<file path="src/design/ex_pkg.sv">
package ex_pkg;

    // data and address width
    localparam int xlen = 64;

    // one multiplier iteration per operand bit
    localparam int mul_steps = 64;

    typedef enum logic [4:0] {
        op_add    = 5'd0,
        op_sub    = 5'd1,
        op_pass_a = 5'd2,
        op_pass_b = 5'd3,
        op_xor    = 5'd4,
        op_or     = 5'd5,
        op_and    = 5'd6,
        op_sll    = 5'd7,
        op_srl    = 5'd8,
        op_sra    = 5'd9,
        op_slt    = 5'd10,
        op_sltu   = 5'd11,
        op_eq     = 5'd12,
        op_ge     = 5'd13,
        op_geu    = 5'd14,
        op_mul    = 5'd15,
        op_div    = 5'd16,
        op_divu   = 5'd17,
        op_rem    = 5'd18,
        op_remu   = 5'd19
    } alu_op_e;

    // first operand source
    typedef enum logic [0:0] {
        sel_pc  = 1'b0,
        sel_rs1 = 1'b1
    } opnd_a_e;

    // second operand source, any unlisted code picks imm
    typedef enum logic [1:0] {
        sel_imm = 2'd0,
        sel_rs2 = 2'd1,
        sel_csr = 2'd2
    } opnd_b_e;

    typedef enum logic [1:0] {
        idle      = 2'd0,
        mul_wait  = 2'd1,
        mul_drain = 2'd2,
        done      = 2'd3
    } core_state_e;

endpackage
</file>
<file path="src/design/mul_if.sv">
interface mul_if;

    // four-phase request side
    logic                    mreq;
    logic                    abort;
    logic [ex_pkg::xlen-1:0] ma;
    logic [ex_pkg::xlen-1:0] mb;

    // answer side
    logic                    mack;
    logic [ex_pkg::xlen-1:0] product;

    modport requester (
        output mreq, abort, ma, mb,
        input  mack, product
    );

    modport multiplier (
        input  mreq, abort, ma, mb,
        output mack, product
    );

endinterface

</file>
<file path="src/design/seq_multiplier.sv">
module seq_multiplier (
    input  logic      clk,
    input  logic      rst_n,
    mul_if.multiplier bus
);

    typedef enum logic [1:0] {
        m_idle = 2'd0,
        m_run  = 2'd1,
        m_fin  = 2'd2,
        m_hold = 2'd3
    } mul_state_e;

    mul_state_e state;

    logic [$clog2(ex_pkg::mul_steps)-1:0] step;
    logic [ex_pkg::xlen-1:0]              mcand;
    logic [ex_pkg::xlen-1:0]              mplier;
    logic [ex_pkg::xlen-1:0]              acc;
    logic                                 start;

    assign start = (state == m_idle) && bus.mreq && !bus.abort;

    // low half of the product is all that is kept
    assign bus.product = acc;

    always_ff @(posedge clk or negedge rst_n) begin
        if (!rst_n) begin
            state    <= m_idle;
            step     <= '0;
            bus.mack <= 1'b0;
        end else if (bus.abort) begin
            state    <= m_idle;
            bus.mack <= 1'b0;
        end else begin
            case (state)
                m_idle: begin
                    if (start) begin
                        step  <= '0;
                        state <= m_run;
                    end
                end
                m_run: begin
                    if (!bus.mreq) begin
                        state <= m_idle;
                    end else begin
                        step <= step + 1'b1;
                        if (step == ($bits(step))'(ex_pkg::mul_steps - 1)) begin
                            state <= m_fin;
                        end
                    end
                end
                m_fin: begin
                    if (!bus.mreq) begin
                        state <= m_idle;
                    end else begin
                        bus.mack <= 1'b1;
                        state    <= m_hold;
                    end
                end
                m_hold: begin
                    // release phase of the handshake
                    if (!bus.mreq) begin
                        bus.mack <= 1'b0;
                        state    <= m_idle;
                    end
                end
                default: state <= m_idle;
            endcase
        end
    end

    // shift-add datapath
    always_ff @(posedge clk) begin
        if (start) begin
            mcand  <= bus.ma;
            mplier <= bus.mb;
            acc    <= '0;
        end else if (state == m_run) begin
            if (mplier[0]) begin
                acc <= acc + mcand;
            end
            mcand  <= mcand << 1;
            mplier <= mplier >> 1;
        end
    end

    a_mack_needs_mreq: assert property (@(posedge clk) disable iff (!rst_n)
        $rose(bus.mack) |-> bus.mreq);

    // requester must not abort in the cycle the answer appears
    a_no_abort_on_mack: assert property (@(posedge clk) disable iff (!rst_n)
        $rose(bus.mack) |-> !bus.abort);

endmodule

</file>
<file path="src/flat_wrapper.sv">
// flat-port wrapper written by rule: the top's interface ports become plain ports
module seq_multiplier_flat 
  (clk, rst_n, bus_mreq, bus_abort, bus_ma, bus_mb, bus_mack, bus_product);
  mul_if bus_i ();
  input  logic clk;
  input  logic rst_n;
  input wire logic [$bits(bus_i.mreq)-1:0] bus_mreq;
  input wire logic [$bits(bus_i.abort)-1:0] bus_abort;
  input wire logic [$bits(bus_i.ma)-1:0] bus_ma;
  input wire logic [$bits(bus_i.mb)-1:0] bus_mb;
  output wire logic [$bits(bus_i.mack)-1:0] bus_mack;
  output wire logic [$bits(bus_i.product)-1:0] bus_product;
  assign bus_i.mreq = bus_mreq;
  assign bus_i.abort = bus_abort;
  assign bus_i.ma = bus_ma;
  assign bus_i.mb = bus_mb;
  assign bus_mack = bus_i.mack;
  assign bus_product = bus_i.product;
  seq_multiplier u_core (.clk(clk), .rst_n(rst_n), .bus(bus_i));
endmodule
</file>
<file path="config.mk">
export PLATFORM = sky130hd
export DESIGN_NAME = seq_multiplier_flat
export DESIGN_NICKNAME = d
export VERILOG_FILES = /design/src/design/ex_pkg.sv /design/src/design/mul_if.sv /design/src/design/seq_multiplier.sv /design/src/flat_wrapper.sv
export SDC_FILE = /design/constraint.sdc
export NUM_CORES = 1
export LEC_CHECK = 0
export ABC_AREA = 1
export BUFFER_PORTS_ARGS = -buffer_cell sky130_fd_sc_hd__buf_4
export CORE_MARGIN = 1.5
export CORE_UTILIZATION = 53
export CTS_BUF_LIST = sky130_fd_sc_hd__clkbuf_4 sky130_fd_sc_hd__clkbuf_8
export CTS_CLUSTER_DIAMETER = 150
export CTS_CLUSTER_SIZE = 28
export DETAILED_ROUTE_END_ITERATION = 8
export PLACE_DENSITY = 0.71
export SYNTH_ARGS = -nofsm -noshare
export SYNTH_HDL_FRONTEND = slang
export SYNTH_SLANG_ARGS = --single-unit
</file>
<file path="constraint.sdc">
create_clock -name clk -period 19.1 [get_ports clk]
set_input_delay 3.82 -clock clk [delete_from_list [all_inputs] [get_ports clk]]
set_output_delay 3.82 -clock clk [all_outputs]
set_load 0.01 [all_outputs]
</file>
After elaboration in Yosys (flattened, before gate mapping)
Index checks and enable logic that the tools add are counted.
W data, S select, Z words.
{"block": "word_totals", "output_inout_bits": 65, "input_bits": 132, "word_cells": 48, "reg_bits": 201}
{"block": "op_classes", "mux": 18, "n_reduce_logical": 11, "bitwise_logic": 1, "add_sub_neg": 2, "eq_ne": 10}
{"op": "$mux W64", "n": 4}
{"op": "$add A64 B64 Y64", "n": 1}
{"op": "$mux W2", "n": 6}
{"op": "$mux W6", "n": 2}
{"op": "$pmux W6 S2", "n": 1}
{"op": "$pmux W2 S4", "n": 1}
{"op": "$add A6 B1 Y6 const B", "n": 1}
{"op": "$eq A6 B6 Y1 const B", "n": 1}
{"op": "$ne A3 B3 Y1 const B", "n": 2}
{"op": "$reduce_and A3 Y1", "n": 2}
{"op": "$eq A2 B2 Y1 const B", "n": 2}
{"op": "$ne A4 B3 Y1 const B", "n": 1}
{"op": "$reduce_and A4 Y1", "n": 1}
{"op": "$reduce_bool A2 Y1", "n": 2}
{"op": "$mux W1", "n": 3}
{"op": "$ne A3 B2 Y1 const B", "n": 1}
{"op": "$reduce_bool A3 Y1", "n": 1}
{"op": "$eq A2 B1 Y1 const B", "n": 1}
{"op": "$logic_and A1 B1 Y1", "n": 2}
{"op": "$logic_not A2 Y1", "n": 1}
{"op": "$ne A2 B1 Y1 const B", "n": 1}
{"op": "$ne A2 B2 Y1 const B", "n": 1}
{"op": "$pmux W1 S2", "n": 1}
{"op": "$reduce_and A2 Y1", "n": 1}
{"op": "other kinds (2)", "n": 2}

Longest topological paths before layout
Gate-level depths: netlist of the first run.
{"block": "logic_depth", "depth_word": 6, "ltp_mapped": 17, "ltp_nobuf": 17}

Least setup slack after synthesis of the first run
OpenSTA, ideal clock, no wires.
{"block": "synth_timing", "path_type": "input -> register", "start": "input bus_mreq", "end": "register u_core.mcand[0] (netlist bit), enable pin", "n_path_buf": 0, "required_time_ns": 18.443, "t_arrival_ns": 10.227, "slack_ns": 8.216, "stages": 4, "setup_ns": 0.657, "cell_sequence": "inv_1 -> nor2_2 -> inv_2 -> a21oi_1"}
{"block": "synth_between", "elab_chain_len": 3}
{"element": "from (decl)", "line_no": "flat_wrapper.sv:7", "text": "input wire logic [$bits(bus_i.mreq)-1:0] bus_mreq;"}
{"element": "$logic_and A1 B1 Y1 (2 in a row)", "line_no": "seq_multiplier.sv:22", "text": "assign start = (state == m_idle) && bus.mreq && !bus.abort;"}
{"element": "$reduce_bool A2 Y1 (no line)"}
{"element": "to (signal assigned)", "line_no": "seq_multiplier.sv:76", "text": "mcand <= bus.ma;"}
{"element": "to (signal assigned)", "line_no": "seq_multiplier.sv:83", "text": "mcand <= mcand << 1;"}
{"element": "to (decl)", "line_no": "seq_multiplier.sv:17", "text": "logic [ex_pkg::xlen-1:0] mcand;"}
Every way passes these cells.
A chain may end at the register's enable or synchronous reset.

Final worst setup path of the first run
{"block": "layout_timing", "start": "input bus_abort", "end": "register u_core.mplier[39] (netlist bit), data pin"}
{"block": "layout_between", "elab_chain_len": 3}
{"element": "from (decl)", "line_no": "flat_wrapper.sv:8", "text": "input wire logic [$bits(bus_i.abort)-1:0] bus_abort;"}
{"element": "$logic_not A1 Y1", "line_no": "seq_multiplier.sv:22"}
{"element": "$logic_and A1 B1 Y1", "line_no": "seq_multiplier.sv:22"}
{"element": "$mux W64", "line_no": "seq_multiplier.sv:75", "text": "if (start) begin"}
{"element": "to (signal assigned)", "line_no": "seq_multiplier.sv:77", "text": "mplier <= bus.mb;"}
{"element": "to (signal assigned)", "line_no": "seq_multiplier.sv:84", "text": "mplier <= mplier >> 1;"}
{"element": "to (decl)", "line_no": "seq_multiplier.sv:18", "text": "logic [ex_pkg::xlen-1:0] mplier;"}
Every way passes these cells.

==> impl_results.md, run 1 <==
* Result of the run: finished clean
* Gate Count Post-Synth at 2199
* H-tree levels at 1
* Number of fill cells in the layout at between 2000 and 3000
* Path depth of the worst reg2reg path at 8
* Port bufs at 196
* Finished Layout Cells at 2703
* Number of CTS-inserted buffers at 11
* Cell count after placement at ~2700
* Post-CTS Setup Inserts at 0
* First-pass iteration count of the detailed router at 9
* Total of cells resized after clock tree synthesis at 0
* Final-report max-slew violation count at 0
* Maximum vdd drop at around 0.000094 V
* Post-synth EDFFs at between 100 and 150
* Fin crit share at 0.328
* CP bufs+invs at 5
* Maximum net fanout on the critical path at between 100 and 150
* Hold Fails Final Rpt at 0
* DR vias at between 10000 and 15000
* Setup repair after global routing missed its margin: false
* Max-cap violations at 0
* Startpoint Class: primary input
* Detailed placement HPWL at between 30 and 40 mm
* Total setup violations reported at the end of the flow at 0
* Arrival time at the worst endpoint at 6520 ps
* Slew Limit Headroom at 0.162
* Vertical die dimension at approximately 170 microns
* Hold crit path type: flip-flop to flip-flop
* Initial Utilization at 0.542
* Crit path kind: primary input to flip-flop
* Asr flop ratio synth at 0.0448
* Main synth FF type: sky130_fd_sc_hd__edfxtp_1
* Routability congestion estimate at about 0.92
* Clock tree from TritonCTS: built
* Number of design rule violations left after detail routing at 0
* Total power density per cell area at approximately 110 nW/um^2
* Clock-pin transition on the worst setup and hold timing paths at 160 ps
* Syn-to-layout area delta at 13.2%
* Die width at about 170 microns
* Final worst path period need at 6270 ps
* Number of clock sinks at roughly 200
* Crit. path cell count at 10
* Total routing usage reported by global routing at 0.292
* Vias in the first global route at about 13000
* Avg Synthesized Cell Area at approximately 6.4 sq um
* Cell types occupying the most area after synthesis: sky130_fd_sc_hd__edfxtp_1 (27%), sky130_fd_sc_hd__nand2_1 (27%), sky130_fd_sc_hd__inv_1 (11%)
* Highest cell delay on the worst timing path at just under 700 ps
* Number of antenna violations at the first check in global routing at 0
* CTS Hold Buffers Added at 0
* Register-to-register path setup slack at 15510 ps
* Placeable core area at 26100 sq um
* Area of the multi-input gates at approximately 6900 sq um
* Setup crit end: u_core.mplier[39]
* Cell class contributing the biggest share of worst-path delay: buffers and inverters
* Syn Std Cell Area at 14200 sq um
* Cell-by-cell trace of the critical path: buf_4, nor2_2, inv_2, nor2_4, inv_2, nor2_4, inv_4, buf_4, nand2_1, nand2_1
* Highest clock frequency the design can meet at roughly 160 MHz
* Slew at the pin closest to its max-slew limit at between 1000 and 1500 ps
* Post-detailed-route count of antenna-violating nets at 0
* Placed inst area at ~16000 sq um
* Average wire per cell in the routed design at between 10 and 15 microns
* Clock Tree Root: sky130_fd_sc_hd__clkbuf_8
* Remaining global-route overflow at 0
* P_leak at between 9 and 10 nW
* Warnings, synthesis at 0
* Clock latency reported for the late side of the worst-skew pair at ~550 ps
* Area leader, netlist: sky130_fd_sc_hd__edfxtp_1
* Worst setup path startpoint: bus_abort
* Total Die Area at about 28000 sq um
* Seq. cell area at about 5400 sq um
* Required time of the worst setup path at 19350 ps
* Post-synthesis register bit count at 201
* Kind of end point of the critical path: flip-flop
* Fraction of post-synthesis cell area in the top cell type by area at 0.271
* Pin count of the biggest net entering global routing at 114
* Total power at approximately 1.7 mW
* RR Endpoint: u_core.bus.product[24]
* Accumulated negative setup slack at 0 ps
* Part of the Yosys area used for sequential elements at 0.378
* Net count, final at approximately 2600
* Number of distinct library cells after synthesis at 36
* Vias per std cell at 4.94
* Slowest cell on the critical path: sky130_fd_sc_hd__nor2_4
* Global-route wire length before repair at between 60 and 70 mm
* Top-level port count at between 150 and 200
* Share of post-route cells with drive strength above 1 at 0.0976
* Setup skew after layout at ~57 ps
* Finished Cell Area at between 15000 and 20000 sq um
* Post-Syn Nets at approximately 2400
* Initial DRC count at approximately 960
* Cell Rows at just under 60
* Number of diodes at 0
* Wirelength, routed at about 40 mm
* Max Root-Sink Buffers at 3
* Worst reg2reg startpoint: u_core.state[0]
[worst reg2reg max path: stages, from the launching register on]
cell                       delay (ps)
sky130_fd_sc_hd__dfrtp_1          540
sky130_fd_sc_hd__inv_1            150
sky130_fd_sc_hd__nor2_1           110
sky130_fd_sc_hd__nand2_1          720
sky130_fd_sc_hd__inv_2            920
sky130_fd_sc_hd__buf_4            640
sky130_fd_sc_hd__o21ai_0          260
sky130_fd_sc_hd__o211ai_1         130
sky130_fd_sc_hd__inv_1             50
[cells in the final DEF, fill, tap and decap left out, types with 5 or more instances in the layout]
master	n
sky130_fd_sc_hd__o21bai_1	33
sky130_fd_sc_hd__nand2_1	1021
sky130_fd_sc_hd__nor3_1	17
sky130_fd_sc_hd__dfxtp_1	64
sky130_fd_sc_hd__nand4_1	9
sky130_fd_sc_hd__o21ai_0	44
sky130_fd_sc_hd__xor2_1	23
sky130_fd_sc_hd__o21ai_1	27
sky130_fd_sc_hd__nand3_1	76
sky130_fd_sc_hd__ha_1	64
sky130_fd_sc_hd__dfrtp_1	9
sky130_fd_sc_hd__clkbuf_4	5
sky130_fd_sc_hd__nor2_1	128
sky130_fd_sc_hd__buf_4	201
sky130_fd_sc_hd__a21oi_1	47
sky130_fd_sc_hd__inv_1	425
sky130_fd_sc_hd__edfxtp_1	128
sky130_fd_sc_hd__xnor2_1	7
sky130_fd_sc_hd__clkbuf_8	11
[how the worst min path moves through the flow]
| stage | startpoint | to | slack [ps] | cells after the start |
|---|---|---|---|---|
| 2_1_floorplan | u_core.step[1] | u_core.step[1] | 480 | 2 |
| 6_report | u_core.mplier[34] | u_core.mplier[33] | 500 | 2 |
| 5_1_grt | u_core.mplier[44] | u_core.mplier[43] | 510 | 2 |
| 4_1_cts | u_core.mplier[34] | u_core.mplier[33] | 500 | 2 |
| 3_5_place_dp | u_core.bus.mack | u_core.bus.mack | 480 | 2 |
| 3_3_place_gp | u_core.bus.product[0] | u_core.bus.product[0] | 470 | 2 |
[registers in the layout (all words and copies together) (netlist names)]
signal	flops
u_core.mplier	64
u_core.bus.mack	1
u_core.step	6
u_core.bus.product	64
u_core.mcand	64
u_core.state	2
[area by class of cell]
class	instances	area share
inverters	431	0.101
repair buffers	201	0.0941
clock buffers	16	0.0118
well taps	335	0.0261
clock inverters	1	0.00187
multi-input cells	1518	0.432
flip-flops and latches	201	0.334
[report_power, final]
part | total, mW | switching, mW | internal (mW)
combinational | 0.881 | 0.569 | 0.312
clock | 0.208 | 0.141 | 0.0673
sequential | 0.614 | 0.0591 | 0.555
[cells in the mapped netlist, drive strengths merged, types with 3 or more instances]
cell type,count
a21oi,48
and2,3
buf,39
clkbuf,10
dfrtp,9
dfxtp,64
edfxtp,128
ha,64
inv,429
nand2,1021
nand3,76
nand4,9
nor2,132
nor3,19
o21ai,71
o21bai,33
xnor2,7
xor2,23
[metrics by stage]
stage | hold WS [ps] | utilization | setup WS [ps]
after CTS | 497 | 0.614 | 12860
after detailed placement | 479 | 0.605 | 12280
after global placement | 471 | 0.605 | 12410
after floorplan | 475 | - | 8220
final | 498 | 0.614 | 12830
after global routing | 506 | 0.614 | 12570
[layer usage]
metal  share of wire  vias to the layer above  GRT usage
met4           0.022                        0     0.0656
met3           0.062                       32     0.0447
li1                -                     6962          -
met1            0.49                     5997      0.423
met2            0.43                      358      0.462
met5               0                        -          0
[logic make-up (layout without fill, tap and decap cells)]
family,count (synthesis),after routing,synth area share
simple gates,1265,1265,0.349
fa+ha+maj,65,65,0.0579
xor+xnor,30,30,0.0185
flops,201,201,0.378
compound gates,158,158,0.0625
buf+inv,480,649,0.135
Power figures use the tool's default switching activity.
==> run 2, diff against run 1 <==
--- a/config.mk
+++ b/config.mk
@@ -5,7 +5,7 @@
 export SDC_FILE = /design/constraint.sdc
 export NUM_CORES = 1
 export LEC_CHECK = 0
-export ABC_AREA = 1
+export ABC_AREA = 0
 export BUFFER_PORTS_ARGS = -buffer_cell sky130_fd_sc_hd__buf_4
 export CORE_MARGIN = 1.5
 export CORE_UTILIZATION = 53
@@ -13,7 +13,7 @@
 export CTS_CLUSTER_DIAMETER = 150
 export CTS_CLUSTER_SIZE = 28
 export DETAILED_ROUTE_END_ITERATION = 8
-export PLACE_DENSITY = 0.71
+export PLACE_DENSITY = 0.72
 export SYNTH_ARGS = -nofsm -noshare
 export SYNTH_HDL_FRONTEND = slang
 export SYNTH_SLANG_ARGS = --single-unit
==> constraint.sdc (replaced) <==
create_clock -name clk -period 5.9 [get_ports clk]
set_input_delay 1.18 -clock clk [delete_from_list [all_inputs] [get_ports clk]]
set_output_delay 1.18 -clock clk [all_outputs]
set_load 0.01 [all_outputs]
==> run 2 against run 1 <==
Compared with the run above:
- final area fell by 16%
- power rose to 2.6 times the previous value
- sequential share of layout area rose by 6.1 points
- cell count fell by 33%
- register-to-register slack got worse by 13000 ps
- critical endpoint is now u_core.bus.product[60]
==> impl_results.md, run 2 <==
* Cell Rows at 54 (-8.5%)
* Result of the run: finished clean
* Slew Limit Headroom at 0.287 (+0.124)
* Cell count after placement at 1791 (-33%)
* Cell repeated most along the worst path: sky130_fd_sc_hd__o21ai_1
* Hold crit path type: primary input to asynchronous set/reset pin
* Cell class contributing the biggest share of worst-path delay: compound AO/OA/AOI/OAI gates
* Maximum net fanout on the critical path at 5 (-96%)
* Syn Std Cell Area at 11700 sq um (-17%)
* Detailed placement HPWL at 20.1 mm (-37%)
* Number of distinct library cells after synthesis at 67 (+86%)
* Max Root-Sink Buffers at 3 (unchanged)
* Avg Synthesized Cell Area at 8.47 sq um (+31%)
* Remaining global-route overflow at 0 (unchanged)
* Setup skew after layout at 48.1 ps (-9.11 ps)
* Number of antenna violations at the first check in global routing at 0 (unchanged)
* Fin crit share at 0.620
* Most instantiated cells after synthesis: sky130_fd_sc_hd__nand2_1 (509), sky130_fd_sc_hd__edfxtp_1 (128), sky130_fd_sc_hd__a21oi_1 (103)
* Required time of the worst setup path at 6310 ps (-13040 ps)
* Post-CTS Setup Inserts at 0 (unchanged)
* Commonest cells after routing, fill and taps aside: sky130_fd_sc_hd__nand2_1 (509), sky130_fd_sc_hd__buf_4 (202), sky130_fd_sc_hd__edfxtp_1 (128)
* Fraction of post-synthesis cell area in the top cell type by area at 0.328 (+0.0567)
* P_leak at 6.28 nW (-32%)
* Top-level port count at 197 (unchanged)
* Port bufs at 196 (unchanged)
* H-tree levels at 1 (unchanged)
* Startpoint Class: flip-flop
* Most frequently used cell type in the post-synthesis netlist: sky130_fd_sc_hd__nand2_1
* Worst setup margin at 2240 ps (-10590 ps)
* Wirelength, routed at 28.4 mm (-29%)
* Finished Layout Cells at 1808 (-33%)
* Setup repair after global routing missed its margin: false
* Highest clock frequency the design can meet at roughly 270 MHz
* Crit path kind: flip-flop to flip-flop
* Asr flop ratio synth at 0.0448 (unchanged)
* Number of clock sinks at 201 (unchanged)
* Vias per std cell at 5.49 (+11%)
* Clock Tree Root: sky130_fd_sc_hd__clkbuf_8
* Total Die Area at 23000 sq um (-17%)
* Main synth FF type: sky130_fd_sc_hd__edfxtp_1
* CTS Hold Buffers Added at 0 (unchanged)
* Post-detailed-route count of antenna-violating nets at 0 (unchanged)
* Number of design rule violations left after detail routing at 0 (unchanged)
* Clock latency reported for the late side of the worst-skew pair at 530 ps (-20 ps)
* DR vias at 9934 (-26%)
* CP bufs+invs at 1 (-4)
* Post-synthesis register bit count at 201 (unchanged)
* Clock-pin transition on the worst setup and hold timing paths at 170 ps (about the same)
* Number of fill cells in the layout at 1956 (-25%)
* Placed inst area at 13300 sq um (-16%)
* Max-cap violations at 0 (unchanged)
* Net count, final at 1721 (-33%)
* Initial DRC count at 662 (-31%)
* Post-Syn Nets at 1581 (-34%)
* Final worst path period need at 3660 ps
* Share of post-route cells with drive strength above 1 at 0.158 (+0.0602)
* Most frequent standard cell in the layout excluding fill and tap cells: sky130_fd_sc_hd__nand2_1
* Clock tree from TritonCTS: built
* Cell types occupying the most area after synthesis: sky130_fd_sc_hd__edfxtp_1 (33%), sky130_fd_sc_hd__nand2_1 (16%), sky130_fd_sc_hd__dfxtp_1 (11%)
* Final-report max-slew violation count at 0 (unchanged)
* Accumulated negative setup slack at 0 ps (unchanged)
* Maximum vdd drop at 0.000150 V (+60%)
* Number of diodes at 0 (unchanged)
* Slowest cell on the critical path: sky130_fd_sc_hd__o31a_1
* Highest cell delay on the worst timing path at 440 ps (-250 ps)
* Number of CTS-inserted buffers at 11 (unchanged)
* Vias in the first global route at 9117 (-29%)
* Post-synth EDFFs at 128 (unchanged)
* Finished Cell Area at 13500 sq um (-16%)
* Area leader, netlist: sky130_fd_sc_hd__edfxtp_1
* Part of the Yosys area used for sequential elements at 0.457 (+0.0790)
* Global-route wire length before repair at 45.1 mm (-31%)
* Gate Count Post-Synth at 1384 (-37%)
* Total setup violations reported at the end of the flow at 0 (unchanged)
* Pin count of the biggest net entering global routing at 102 (-11%)
* Total of cells resized after clock tree synthesis at 0 (unchanged)
* Average wire per cell in the routed design at 15.7 microns (+6.1%)
* First-pass iteration count of the detailed router at 5 (-4)
* Post-layout utilization of the core at 0.623 (+0.00891)
* Arrival time at the worst endpoint at 4070 ps (-2450 ps)
* Initial Utilization at 0.539 (-0.00355)
* Syn-to-layout area delta at 15.6%
* Die width at 152 microns (-8.9%)
* Total power density per cell area at 325 nW/um^2 (+210%)
* Routability congestion estimate at 0.898 (-2.4%)
* Total routing usage reported by global routing at 0.242 (-0.0506)
* Placeable core area at 21800 sq um (-17%)
* Warnings, synthesis at 0 (unchanged)
* Slew at the pin closest to its max-slew limit at 1070 ps (-183 ps)
* Kind of end point of the critical path: flip-flop
* Hold Fails Final Rpt at 0 (unchanged)
* Cell-by-cell trace of the critical path: ha_1, inv_1, fa_1, nor2b_1, o21ai_1, a21oi_1, o21ai_1, o21ai_1, a31oi_1, o31a_1, o31ai_4, a211oi_1, xnor2_1, o21ai_0
* Pre-CTS WS at 2250 ps (-10020 ps)
* Vertical die dimension at 152 microns (-8.9%)
## run 2: path summary, 6_finish.rpt
check	startpoint	end	slack, ps	cells after the start
setup / recovery	u_core.bus.product[0]	u_core.bus.product[60]	2240	14
hold / removal	rst_n	u_core.step[5]	450	1
setup reg to reg	u_core.bus.product[0]	u_core.bus.product[60]	2240	14
hold reg to reg	u_core.mplier[60]	u_core.mplier[59]	480	2
max in group asynchronous	rst_n	u_core.step[0]	5320	1
min in group clk	u_core.mplier[60]	u_core.mplier[59]	480	2
## run 2: cell families after synthesis
family,Yosys count,synth area share
AO/OA/AOI/OAI,285,0.155
XOR/XNOR,52,0.0389
adder cells (fa/ha/maj),65,0.0701
buffers and inverters,87,0.0296
flip-flops,201,0.457
multiplexers,5,0.00427
AND/OR/NAND/NOR,689,0.246
## run 2: area by class of cell
cell class	count	area, sq um	area share
Clock inverter	1	30.0	0.00222
Multi-Input combinational cell	1096	6050	0.447
Clock buffer	16	189	0.0139
Tap cell	280	350	0.0259
Inverter	11	41.3	0.00305
Timing Repair Buffer	203	1540	0.113
Sequential cell	201	5350	0.395
## run 2: worst register-to-register path: stages, from the launching register on
cell and delay, ps:
sky130_fd_sc_hd__dfxtp_1 390, sky130_fd_sc_hd__ha_1 180, sky130_fd_sc_hd__inv_1 60, sky130_fd_sc_hd__fa_1 390
sky130_fd_sc_hd__nor2b_1 170, sky130_fd_sc_hd__o21ai_1 90, sky130_fd_sc_hd__a21oi_1 220, sky130_fd_sc_hd__o21ai_1 220
sky130_fd_sc_hd__o21ai_1 390, sky130_fd_sc_hd__a31oi_1 290, sky130_fd_sc_hd__o31a_1 450, sky130_fd_sc_hd__o31ai_4 310
sky130_fd_sc_hd__a211oi_1 140, sky130_fd_sc_hd__xnor2_1 170, sky130_fd_sc_hd__o21ai_0 80
## run 2: layer usage
metal	vias up	routed length, microns	global-route usage
met2	300	12300	0.369
met3	32	2170	0.0482
met1	4551	13400	0.353
met5	-	0	0
li1	5051	-	-
met4	0	501	0.0558
## run 2: per-stage QoR
stage	power, mW	hold slack (ps)
after floorplan	3.17	465
after global placement	3.72	462
after detailed placement	3.74	463
after CTS	4.41	433
after global routing	4.70	429
final	4.40	446
## run 2: power by group
part | switching [mW] | internal [mW]
Combinational | 1.03 | 0.815
Clock | 0.451 | 0.218
Sequential | 0.158 | 1.73
Total | 1.64 | 2.76
